===== config.mk =====
export PLATFORM = sky130hd
export DESIGN_NAME = obj_engine
export DESIGN_NICKNAME = d
export VERILOG_FILES = /design/src/logic/obj_pkg.sv /design/src/logic/obj_ifaces.sv /design/src/logic/obj_position_eval.sv /design/src/logic/obj_tile_store.sv /design/src/logic/obj_row_packer.sv /design/src/logic/obj_draw_ctrl.sv /design/src/logic/obj_engine.sv
export SDC_FILE = /design/constraint.sdc
export NUM_CORES = 2
export LEC_CHECK = 0
export ABC_AREA = 1
export BUFFER_PORTS_ARGS = -buffer_cell sky130_fd_sc_hd__buf_2
export CAP_MARGIN = 15
export CORE_AREA = 2 2 469 471
export DETAILED_ROUTE_END_ITERATION = 12
export DIE_AREA = 0 0 471 473
export PLACE_DENSITY_LB_ADDON = 0.15
export SLEW_MARGIN = 0
export SYNTH_ARGS = -nofsm -noshare
export SYNTH_HDL_FRONTEND = slang
export SYNTH_HIERARCHICAL = 1
export SYNTH_SLANG_ARGS = --single-unit

===== constraint.sdc =====
create_clock -name clk -period 8.95 [get_ports clk]
set_clock_uncertainty 0.2 [all_clocks]
set_input_delay 0.895 -clock clk [delete_from_list [all_inputs] [get_ports clk]]
set_output_delay 0.895 -clock clk [all_outputs]
set_load 0.02 [all_outputs]

===== src/logic/obj_pkg.sv =====
package obj_pkg;

    // screen and tile geometry
    localparam int TILE_SIZE     = 16;
    localparam int TILE_BEATS    = 32;
    localparam int ROW_SLOTS     = 20;
    localparam int WORDS_PER_ROW = 5;

    // coordinates wrap at 12 bits
    typedef logic [11:0] coord_t;
    typedef logic [5:0]  pixel_t;
    typedef logic [63:0] fb_word_t;
    typedef logic [7:0]  fb_be_t;
    typedef logic [14:0] fb_addr_t;
    typedef logic [7:0]  color_t;
    typedef logic [13:0] tile_code_t;

    // largest visible position, unsigned compare
    localparam coord_t X_LIMIT = 12'd480;
    localparam coord_t Y_LIMIT = 12'd240;

    // x word flags
    localparam int X_LATCH_EXTRA  = 12;
    localparam int X_LATCH_MASTER = 13;
    localparam int X_NO_EXTRA     = 14;
    localparam int X_ABSOLUTE     = 15;

    // attribute word flags
    localparam int A_FLIP_X      = 8;
    localparam int A_REUSE_COLOR = 10;
    localparam int A_USE_LATCH_Y = 12;
    localparam int A_Y_PLUS16    = 13;
    localparam int A_USE_LATCH_X = 14;
    localparam int A_X_PLUS16    = 15;

endpackage


===== src/logic/obj_ifaces.sv =====
`timescale 1ns/1ps

// one evaluated sprite, ready to draw
interface draw_cmd_if;
    import obj_pkg::*;

    logic       valid;
    logic       ready;
    coord_t     x;
    coord_t     y;
    logic       flip_x;
    color_t     color;
    tile_code_t tile_code;

    modport source (output valid, x, y, flip_x, color, tile_code, input ready);
    modport sink (input valid, x, y, flip_x, color, tile_code, output ready);
endinterface

// row lookup into the decoded tile
interface pixel_row_if;
    import obj_pkg::*;

    logic [3:0] row;
    pixel_t     pixels [TILE_SIZE];
    logic       loaded;

    modport store (input row, output pixels, loaded);
    modport packer (output row, input pixels);
endinterface


===== src/logic/obj_position_eval.sv =====
`timescale 1ns/1ps

module obj_position_eval (
    input  logic        clk,
    input  logic        reset,
    input  logic        entry_valid,
    output logic        entry_ready,
    input  logic [15:0] tile_word,
    input  logic [15:0] attr_word,
    input  logic [15:0] x_word,
    input  logic [15:0] y_word,
    draw_cmd_if.source  cmd
);
    import obj_pkg::*;

    coord_t     master_x, master_y;
    coord_t     extra_x, extra_y;
    coord_t     latch_x, latch_y;
    color_t     latch_color;
    logic       pending;
    logic       flip_x_q;
    tile_code_t tile_code_q;
    coord_t     base_x, base_y;
    coord_t     next_x, next_y;
    logic       draw;
    logic       take;

    // no new entry until the drawer is idle again
    assign entry_ready = !pending && cmd.ready;
    assign take = entry_valid && entry_ready;

    always_comb begin
        base_x = x_word[11:0];
        base_y = y_word[11:0];
        if (!x_word[X_ABSOLUTE]) begin
            base_x = base_x + master_x;
            base_y = base_y + master_y;
            if (!x_word[X_NO_EXTRA]) begin
                base_x = base_x + extra_x;
                base_y = base_y + extra_y;
            end
        end
        next_x = attr_word[A_USE_LATCH_X] ? latch_x : base_x;
        next_y = attr_word[A_USE_LATCH_Y] ? latch_y : base_y;
        if (attr_word[A_X_PLUS16]) begin
            next_x = next_x + 12'd16;
        end
        if (attr_word[A_Y_PLUS16]) begin
            next_y = next_y + 12'd16;
        end
        // cull empty tiles and off-screen positions
        draw = (tile_word[13:0] != '0) && (next_x <= X_LIMIT) && (next_y <= Y_LIMIT);
    end

    always_ff @(posedge clk) begin
        if (reset) begin
            master_x <= '0;
            master_y <= '0;
            extra_x <= '0;
            extra_y <= '0;
            latch_x <= '0;
            latch_y <= '0;
            latch_color <= '0;
            pending <= 1'b0;
        end else if (take) begin
            if (x_word[X_LATCH_EXTRA]) begin
                extra_x <= base_x;
                extra_y <= base_y;
            end
            if (x_word[X_LATCH_MASTER]) begin
                master_x <= base_x;
                master_y <= base_y;
            end
            latch_x <= next_x;
            latch_y <= next_y;
            if (!attr_word[A_REUSE_COLOR]) begin
                latch_color <= attr_word[7:0];
            end
            pending <= draw;
        end else if (cmd.ready) begin
            pending <= 1'b0;
        end
    end

    always_ff @(posedge clk) begin
        if (take) begin
            flip_x_q <= attr_word[A_FLIP_X];
            tile_code_q <= tile_word[13:0];
        end
    end

    assign cmd.valid = pending;
    assign cmd.x = latch_x;
    assign cmd.y = latch_y;
    assign cmd.flip_x = flip_x_q;
    assign cmd.color = latch_color;
    assign cmd.tile_code = tile_code_q;

endmodule


===== src/logic/obj_tile_store.sv =====
`timescale 1ns/1ps

module obj_tile_store (
    input  logic             clk,
    input  logic             reset,
    input  logic             start,
    input  logic             tile_valid,
    input  obj_pkg::fb_word_t tile_data,
    pixel_row_if.store       rows
);
    import obj_pkg::*;

    localparam int BEAT_W = $clog2(TILE_BEATS);

    pixel_t            pixel_mem [TILE_SIZE * TILE_SIZE];
    logic [BEAT_W-1:0] beat;
    logic              loaded;

    // low nibble from the bottom half, top two bits from bits 23:16
    function automatic pixel_t decode_6bpp(input logic [31:0] half, input int k);
        return {half[16 + 2 * k +: 2], half[4 * k +: 4]};
    endfunction

    // eight pixels per beat, four from each 32-bit half
    always_ff @(posedge clk) begin
        if (tile_valid) begin
            for (int k = 0; k < 8; k++) begin
                pixel_mem[{beat, 3'(k)}] <= decode_6bpp(tile_data[32 * (k / 4) +: 32], k % 4);
            end
        end
    end

    always_ff @(posedge clk) begin
        if (reset || start) begin
            beat <= '0;
            loaded <= 1'b0;
        end else if (tile_valid) begin
            beat <= beat + 1'b1;
            if (beat == BEAT_W'(TILE_BEATS - 1)) begin
                loaded <= 1'b1;
            end
        end
    end

    always_comb begin
        for (int i = 0; i < TILE_SIZE; i++) begin
            rows.pixels[i] = pixel_mem[{rows.row, 4'(i)}];
        end
    end

    assign rows.loaded = loaded;

endmodule


===== src/logic/obj_row_packer.sv =====
`timescale 1ns/1ps

module obj_row_packer (
    input  logic              clk,
    input  logic              reset,
    input  logic              start,
    input  obj_pkg::coord_t   x,
    input  obj_pkg::coord_t   y,
    input  logic              flip_x,
    input  obj_pkg::color_t   color,
    input  logic              advance,
    pixel_row_if.packer       rows,
    output obj_pkg::fb_addr_t fb_addr,
    output obj_pkg::fb_word_t fb_data,
    output obj_pkg::fb_be_t   fb_be,
    output logic              word_valid,
    output logic              last
);
    import obj_pkg::*;

    pixel_t     slots [ROW_SLOTS];
    pixel_t     fresh [ROW_SLOTS];
    logic [3:0] row;
    logic [2:0] col;
    logic       row_end;

    assign row_end = col == 3'(WORDS_PER_ROW - 1);
    assign last = word_valid && row_end && (row == 4'(TILE_SIZE - 1));

    // before the first word fetch row 0, afterwards the one after the current row
    assign rows.row = word_valid ? row + 4'd1 : row;

    // flipped row placed at the x[1:0] offset
    always_comb begin
        for (int i = 0; i < ROW_SLOTS; i++) begin
            fresh[i] = '0;
        end
        for (int i = 0; i < TILE_SIZE; i++) begin
            fresh[i + int'(x[1:0])] = flip_x ? rows.pixels[TILE_SIZE - 1 - i] : rows.pixels[i];
        end
    end

    always_ff @(posedge clk) begin
        if (reset || start) begin
            word_valid <= 1'b0;
            row <= '0;
            col <= '0;
        end else if (advance) begin
            if (!word_valid) begin
                word_valid <= 1'b1;
            end else if (row_end) begin
                col <= '0;
                row <= row + 4'd1;
                if (row == 4'(TILE_SIZE - 1)) begin
                    word_valid <= 1'b0;
                end
            end else begin
                col <= col + 3'd1;
            end
        end
    end

    always_ff @(posedge clk) begin
        if (advance) begin
            if (!word_valid || row_end) begin
                slots <= fresh;
            end else begin
                // next four dots move to the front
                for (int i = 0; i < ROW_SLOTS - 4; i++) begin
                    slots[i] <= slots[i + 4];
                end
                for (int i = ROW_SLOTS - 4; i < ROW_SLOTS; i++) begin
                    slots[i] <= '0;
                end
            end
        end
    end

    always_comb begin
        for (int d = 0; d < 4; d++) begin
            fb_data[16 * d +: 16] = {4'd0, color[7:2], slots[d]};
            fb_be[2 * d +: 2] = {2{slots[d] != '0}};
        end
    end

    assign fb_addr = {y[7:0] + {4'd0, row}, x[8:2] + {4'd0, col}};

endmodule


===== src/logic/obj_draw_ctrl.sv =====
`timescale 1ns/1ps

module obj_draw_ctrl (
    input  logic                clk,
    input  logic                reset,
    draw_cmd_if.sink            cmd,
    output logic                tile_req,
    output obj_pkg::tile_code_t tile_code,
    output logic                start,
    input  logic                loaded,
    input  logic                word_valid,
    input  logic                last,
    output logic                advance,
    output logic                fb_write,
    input  logic                fb_busy
);

    typedef enum logic [2:0] {
        ST_IDLE,
        ST_REQUEST,
        ST_LOAD_WAIT,
        ST_PRIME,
        ST_WRITE
    } state_t;

    state_t state;
    logic   word_done;

    assign cmd.ready = state == ST_IDLE;
    assign tile_req = state == ST_REQUEST;
    // clears the tile store and the packer for the new sprite
    assign start = state == ST_REQUEST;
    assign fb_write = (state == ST_WRITE) && word_valid;
    assign word_done = fb_write && !fb_busy;
    // prime pulse loads row 0 into the packer
    assign advance = (state == ST_PRIME) || word_done;

    always_ff @(posedge clk) begin
        if (reset) begin
            state <= ST_IDLE;
        end else begin
            case (state)
                ST_IDLE: begin
                    if (cmd.valid) begin
                        state <= ST_REQUEST;
                    end
                end
                ST_REQUEST: begin
                    state <= ST_LOAD_WAIT;
                end
                ST_LOAD_WAIT: begin
                    if (loaded) begin
                        state <= ST_PRIME;
                    end
                end
                ST_PRIME: begin
                    state <= ST_WRITE;
                end
                ST_WRITE: begin
                    if (word_done && last) begin
                        state <= ST_IDLE;
                    end
                end
                default: begin
                    state <= ST_IDLE;
                end
            endcase
        end
    end

    always_ff @(posedge clk) begin
        if (cmd.valid && cmd.ready) begin
            tile_code <= cmd.tile_code;
        end
    end

endmodule


===== src/logic/obj_engine.sv =====
`timescale 1ns/1ps

module obj_engine (
    input  logic                clk,
    input  logic                reset,
    input  logic                entry_valid,
    output logic                entry_ready,
    input  logic [15:0]         tile_word,
    input  logic [15:0]         attr_word,
    input  logic [15:0]         x_word,
    input  logic [15:0]         y_word,
    output logic                tile_req,
    output obj_pkg::tile_code_t tile_code,
    input  logic                tile_valid,
    input  obj_pkg::fb_word_t   tile_data,
    output logic                fb_write,
    output obj_pkg::fb_addr_t   fb_addr,
    output obj_pkg::fb_word_t   fb_data,
    output obj_pkg::fb_be_t     fb_be,
    input  logic                fb_busy
);

    logic start;
    logic advance;
    logic word_valid;
    logic last;

    draw_cmd_if  cmd_if ();
    pixel_row_if row_if ();

    obj_position_eval obj_position_eval_i (
        .clk         (clk),
        .reset       (reset),
        .entry_valid (entry_valid),
        .entry_ready (entry_ready),
        .tile_word   (tile_word),
        .attr_word   (attr_word),
        .x_word      (x_word),
        .y_word      (y_word),
        .cmd         (cmd_if.source)
    );

    obj_tile_store obj_tile_store_i (
        .clk        (clk),
        .reset      (reset),
        .start      (start),
        .tile_valid (tile_valid),
        .tile_data  (tile_data),
        .rows       (row_if.store)
    );

    // sprite fields stay put while drawing since entries wait for idle
    obj_row_packer obj_row_packer_i (
        .clk        (clk),
        .reset      (reset),
        .start      (start),
        .x          (cmd_if.x),
        .y          (cmd_if.y),
        .flip_x     (cmd_if.flip_x),
        .color      (cmd_if.color),
        .advance    (advance),
        .rows       (row_if.packer),
        .fb_addr    (fb_addr),
        .fb_data    (fb_data),
        .fb_be      (fb_be),
        .word_valid (word_valid),
        .last       (last)
    );

    obj_draw_ctrl obj_draw_ctrl_i (
        .clk        (clk),
        .reset      (reset),
        .cmd        (cmd_if.sink),
        .tile_req   (tile_req),
        .tile_code  (tile_code),
        .start      (start),
        .loaded     (row_if.loaded),
        .word_valid (word_valid),
        .last       (last),
        .advance    (advance),
        .fb_write   (fb_write),
        .fb_busy    (fb_busy)
    );

endmodule


Word-level counts from Yosys, hierarchy flattened
Memories as Yosys holds them, arrays and structs flattened.
Cells that the tools add are included.
{"block": "word_totals", "mem_bits_ro": 0, "output_inout_bits": 104, "latchBits": 0, "memories": 1, "word_cells": 257, "ram_bits": 1536, "reg_bits": 247}
{"memory": "obj_tile_store_i.pixel_mem", "words": 256, "word_bits": 6, "rd": 16, "rd_ports_with_merged_regs": 0, "wr": 8, "line": "obj_tile_store.sv:15", "source": "pixel_t pixel_mem [TILE_SIZE * TILE_SIZE];"}
{"block": "op_classes", "multipliers": 0, "muxes": 85, "n_shift": 0, "reduce_logical": 46, "n_div": 0, "bitwise": 18, "addsub": 26, "order_cmp": 34, "n_eq_ne": 10}
{"op": "bitwise mux 120 bit", "n": 15}
{"op": "greater-or-equal comparator 32 x 6 -> 1 bit, second input constant", "n": 16}
{"op": "less-than comparator 32 x 1 -> 1 bit, second input constant", "n": 16}
{"op": "demux 6 bit (select 5 bit)", "n": 16}
{"op": "NOT 32 bit", "n": 15}
{"op": "2-to-1 mux 6 bit", "n": 32}
{"op": "AND 120 bit", "n": 1}
{"op": "2-to-1 mux 120 bit", "n": 1}
{"op": "2-to-1 mux 12 bit", "n": 8}
{"op": "adder 12 bit", "n": 4}
{"op": "adder 4 x 2 -> 5 bit, first input constant", "n": 8}
{"op": "NOT 2 -> 32 bit", "n": 1}
{"op": "logical AND 1 bit", "n": 26}
{"op": "adder 12 x 5 -> 12 bit, second input constant", "n": 2}
{"op": "nonzero test 6 bit", "n": 4}
{"op": "adder 3 x 2 -> 4 bit, first input constant", "n": 4}
{"op": "case mux 3 bit (5 select lines)", "n": 1}
{"op": "nonzero test 14 bit", "n": 1}
{"op": "less-or-equal comparator 12 x 8 -> 1 bit, second input constant", "n": 1}
{"op": "less-or-equal comparator 12 x 9 -> 1 bit, second input constant", "n": 1}
{"op": "2-to-1 mux 3 bit", "n": 4}
{"op": "AND reduction 2 bit", "n": 5}
{"op": "adder 8 x 4 -> 8 bit", "n": 1}
{"op": "adder 7 x 3 -> 7 bit", "n": 1}
{"op": "other kinds (19)", "n": 35}

Logic depth before layout (Yosys ltp)
{"block": "logic_depth", "word_depth": 22, "ltp_mapped": 31, "ltp_nobuf": 31}

Modules after synthesis
Netlist, hierarchy kept.
{"module": "obj_tile_store", "area_each_um2": 66059.6, "seq_area_each_um2": 46244.4, "instances": 1, "cells_per_inst": 6266}
{"module": "obj_row_packer", "area_each_um2": 12325.6, "seq_area_each_um2": 3763.6, "instances": 1, "cells_per_inst": 1895}
{"module": "obj_position_eval", "area_each_um2": 7716.2, "seq_area_each_um2": 2072.0, "instances": 1, "cells_per_inst": 1203}
{"module": "obj_draw_ctrl", "area_each_um2": 615.6, "seq_area_each_um2": 480.5, "instances": 1, "cells_per_inst": 44}

Worst setup path after synthesis
Ideal clock, no wire load.
{"block": "synth_timing", "path_type": "input -> register", "from": "input fb_busy", "to": "register obj_row_packer_i.col[2]", "cell_stages": 6, "path_slack_ns": 0.643, "setup_time_ns": 0.129, "required_time_ns": 8.621, "n_path_buf": 0, "arrival_ns": 7.978, "path_cell_list": "o21ai_1 > nand2_1 > nor2_1 > inv_1 > nand2_1 > nor3b_1"}
{"block": "synth_via", "elab_chain_cells": 4}
{"element": "start: declaration", "line": "obj_engine.sv:20", "source": "input logic fb_busy"}
{"element": "logical NOT 1 bit", "line": "obj_draw_ctrl.sv:34", "source": "assign word_done = fb_write && !fb_busy;"}
{"element": "logical AND 1 bit", "line": "obj_draw_ctrl.sv:34"}
{"element": "logical OR 1 bit", "line": "obj_draw_ctrl.sv:36", "source": "assign advance = (state == ST_PRIME) || word_done;"}
{"element": "AND reduction 2 bit (no source line)"}
{"element": "end signal: assignment", "line": "obj_row_packer.sv:58", "source": "col <= col + 3'd1;"}
{"element": "end: declaration", "line": "obj_row_packer.sv:24", "source": "logic [2:0] col;"}
No other way between the ends.
A chain may end at the register's enable or synchronous reset.

==> results by group <==
Clocking
  – CTS H-tree depth: 4
  – CTS tree: built
  – Total CTS buffers: 198
  – Cts repair resizes: 0
  – CTS sink cnt: approximately 1800
  – Skew-Pair Late Insertion Delay: between 800 and 900 ps
  – Root buffer cell: clkbuf_16
  – Reg clk slew, reported paths: roughly 60 ps
  – Clock tree buffer depth: 3

Global routing
  – GRT Overall Usage: 25.1%
  – Initial antenna violation count: 26
  – Largest net degree at the start of global routing: 146
  – Met1 usage in global routing: 35.3%
  – GRT met2 Usage: 39.2%
  – Grt ovf: 0
  – First-pass GRT wire length: 413000 microns
  – Vias in the first global route: 59300
  – M3 GR Usage: 4.86%
  – Busiest grt layer: met2

Routing
  – Drt pass-1 iters: 6
  – Routed vias: 64700
  – Vias per inst: 5.20
  – Initial drt markers: 6541
  – Post-DRT Antenna Nets: 0
  – WL/cell: 22.9 microns
  – Post-Route WL: about 280000 microns
  – DRC violations left: 0

Setup path
  – Crit. End Element: register
  – CP Launch Type: register
  – Crit Path Max Fanout: just over 90
  – Setup CP Type: reg2reg
  – Worst EP required: 9280 ps
  – CP max stage delay: 690 ps
  – Slowest cell on crit path: buf_4
  – Crit-path most repeated cell: nand3_1
  – CP Cell Sequence: inv_2, nand2_1, nand2_4, inv_8, buf_4, nand3_1, nand3_1, nand3_1, nand2_1, inv_1, o21ai_1, a21oi_1, a21oi_1
  – Arr. time, crit path: around 5700 ps
  – R2r setup slk: 3610 ps

Power
  – Sequential group share of total power: 46.3%
  – P per Cell Area: around 210 nW/um^2
  – Peak VDD IR: 0.000165 V
  – Total chip power: 20400 uW
  – Internal power: 14700 uW
  – Sw frac: 28.0%
  – Psw: 5700 uW
  – Clk pwr share: 39.1%
  – Combinational share of power: 14.6%
  – Leak: 0.0413 uW

Floorplanning
  – Num ports: 237
  – Die area: 223000 sq um
  – Core ar.: about 220000 sq um
  – Chip Width: approximately 470 microns
  – Initial Utilization: 39.7%
  – Num rows: 172
  – Die height: 473 microns

Placed design
  – PortBufs: 194
  – Dpl hpwl: 161000 microns
  – GPL Wtd Cong: 0.972

Synthesis
  – Synth Warn #: 6
  – Synthesized area: 86700 sq um
  – Synth Instances: 9400
  – Average size of a mapped cell: between 9 and 10 sq um

Layout
  – Finished Core Util: approximately 44%
  – Area of the multi-input gates: 25600 sq um
  – Nets: 9617
  – Most common cell after layout, fill and taps aside: nand2_1
  – Layout cells sized above 1: 8.52%
  – Synth-to-layout area growth: 10.9%
  – Reg area: 52500 sq um
  – Most frequent cells in the layout: nand2_1 (2950), edfxtp_1 (1685), inv_1 (1509), nand3_1 (1358), a21oi_1 (239)
  – Fill cells: 21000

Timing
  – Final setup vio count: 0
  – RSZ-0062 raised after global routing: false
  – Final Cycle Share: 59.7%
  – Max_slew headroom: 7.30%
  – Max-slew violation count: 0
  – Worst Tran Pin Value: 1390 ps
  – Total Neg Setup Slack: 0 ps
  – Fin crit period: 5340 ps
  – Max Clock Freq: 0.187 GHz
  – Hold slack: 62.7 ps
  – Final-report hold violation count: 0

Run
  – Max-Cap Viols: 0

Min path
  – Worst hold-check path type: in2reg

Outcome
  – Status: complete, no violations
==> final cells by class <==
type	instances	area share (%)
Sequential cell	1781	54.6
Multi-Input combinational cell	5542	26.6
Inverter	1548	6.08
Clock buffer	258	5.44
Tap cell	2871	3.74
Timing Repair Buffer	338	2.37
Clock inverter	99	1.11
Antenna cell	9	0.0234
==> power groups by stage <==
stage	registers, uW	clock network [uW]	logic [uW]
5_1_grt	9450	8470	3240
3_5_place_dp	9620	0	2880
4_1_cts	9440	8140	2900
3_3_place_gp	9610	0	2870
6_report	9440	7980	2980
2_1_floorplan	9600	0	1870
==> state kept, by name (all words and copies together) (netlist names), 5 cells and up <==
name,count
obj_position_eval_i/extra_y,12
obj_position_eval_i/cmd.y,12
obj_position_eval_i/cmd.tile_code,14
obj_draw_ctrl_i/tile_code,14
obj_position_eval_i/cmd.color,6
obj_row_packer_i/slots,96
obj_position_eval_i/cmd.x,12
obj_tile_store_i/beat,5
obj_position_eval_i/master_y,12
obj_position_eval_i/master_x,12
obj_tile_store_i/pixel_mem,1536
obj_row_packer_i/fb_data,24
obj_position_eval_i/extra_x,12
==> through the flow <==
step / setup slack [ps] / instances / area (sq um)
global placement: 3840 / 12100 / 89600
detailed placement: 3810 / 12100 / 89600
CTS: 3770 / 12400 / 96000
global route: 3440 / 12400 / 96100
finish: 3610 / 12400 / 96100
floorplan: 643 / 9415 / 86700
==> repair_timing <==
item | CTS | global route
setup endpoints to repair | 0 | 0
buffers inserted | 0 | 0
endpoints found under the hold margin | 13 | 0
hold buffers | 13 | 0
==> routing by layer <==
| metal | vias up | share of wire (%) |
|---|---|---|
| met4 | 14 | 3.0 |
| met1 | 31300 | 44 |
| li1 | 30500 | - |
| met2 | 2421 | 45 |
| met5 | - | 0.031 |
| met3 | 436 | 8.0 |
==> critical path, delay by kind of cell (launching register included) <==
kind	cells	cell delay (ps)
buf+inv	4	1630
simple gates	6	1000
compound gates	3	1340
flops	1	590
==> worst paths after layout <==
check | from | endpoint | cells past startpoint
worst min-delay path | tile_word[8] | obj_position_eval_i/cmd.tile_code[8] | 1
worst max-delay path | obj_row_packer_i/word_valid | obj_row_packer_i/fb_data[16] | 13
worst max register to register | obj_row_packer_i/word_valid | obj_row_packer_i/fb_data[16] | 13
worst min register to register | obj_position_eval_i/cmd.tile_code[12] | obj_draw_ctrl_i/tile_code[12] | 0
Note: power is estimated with default switching activity, not from simulation.
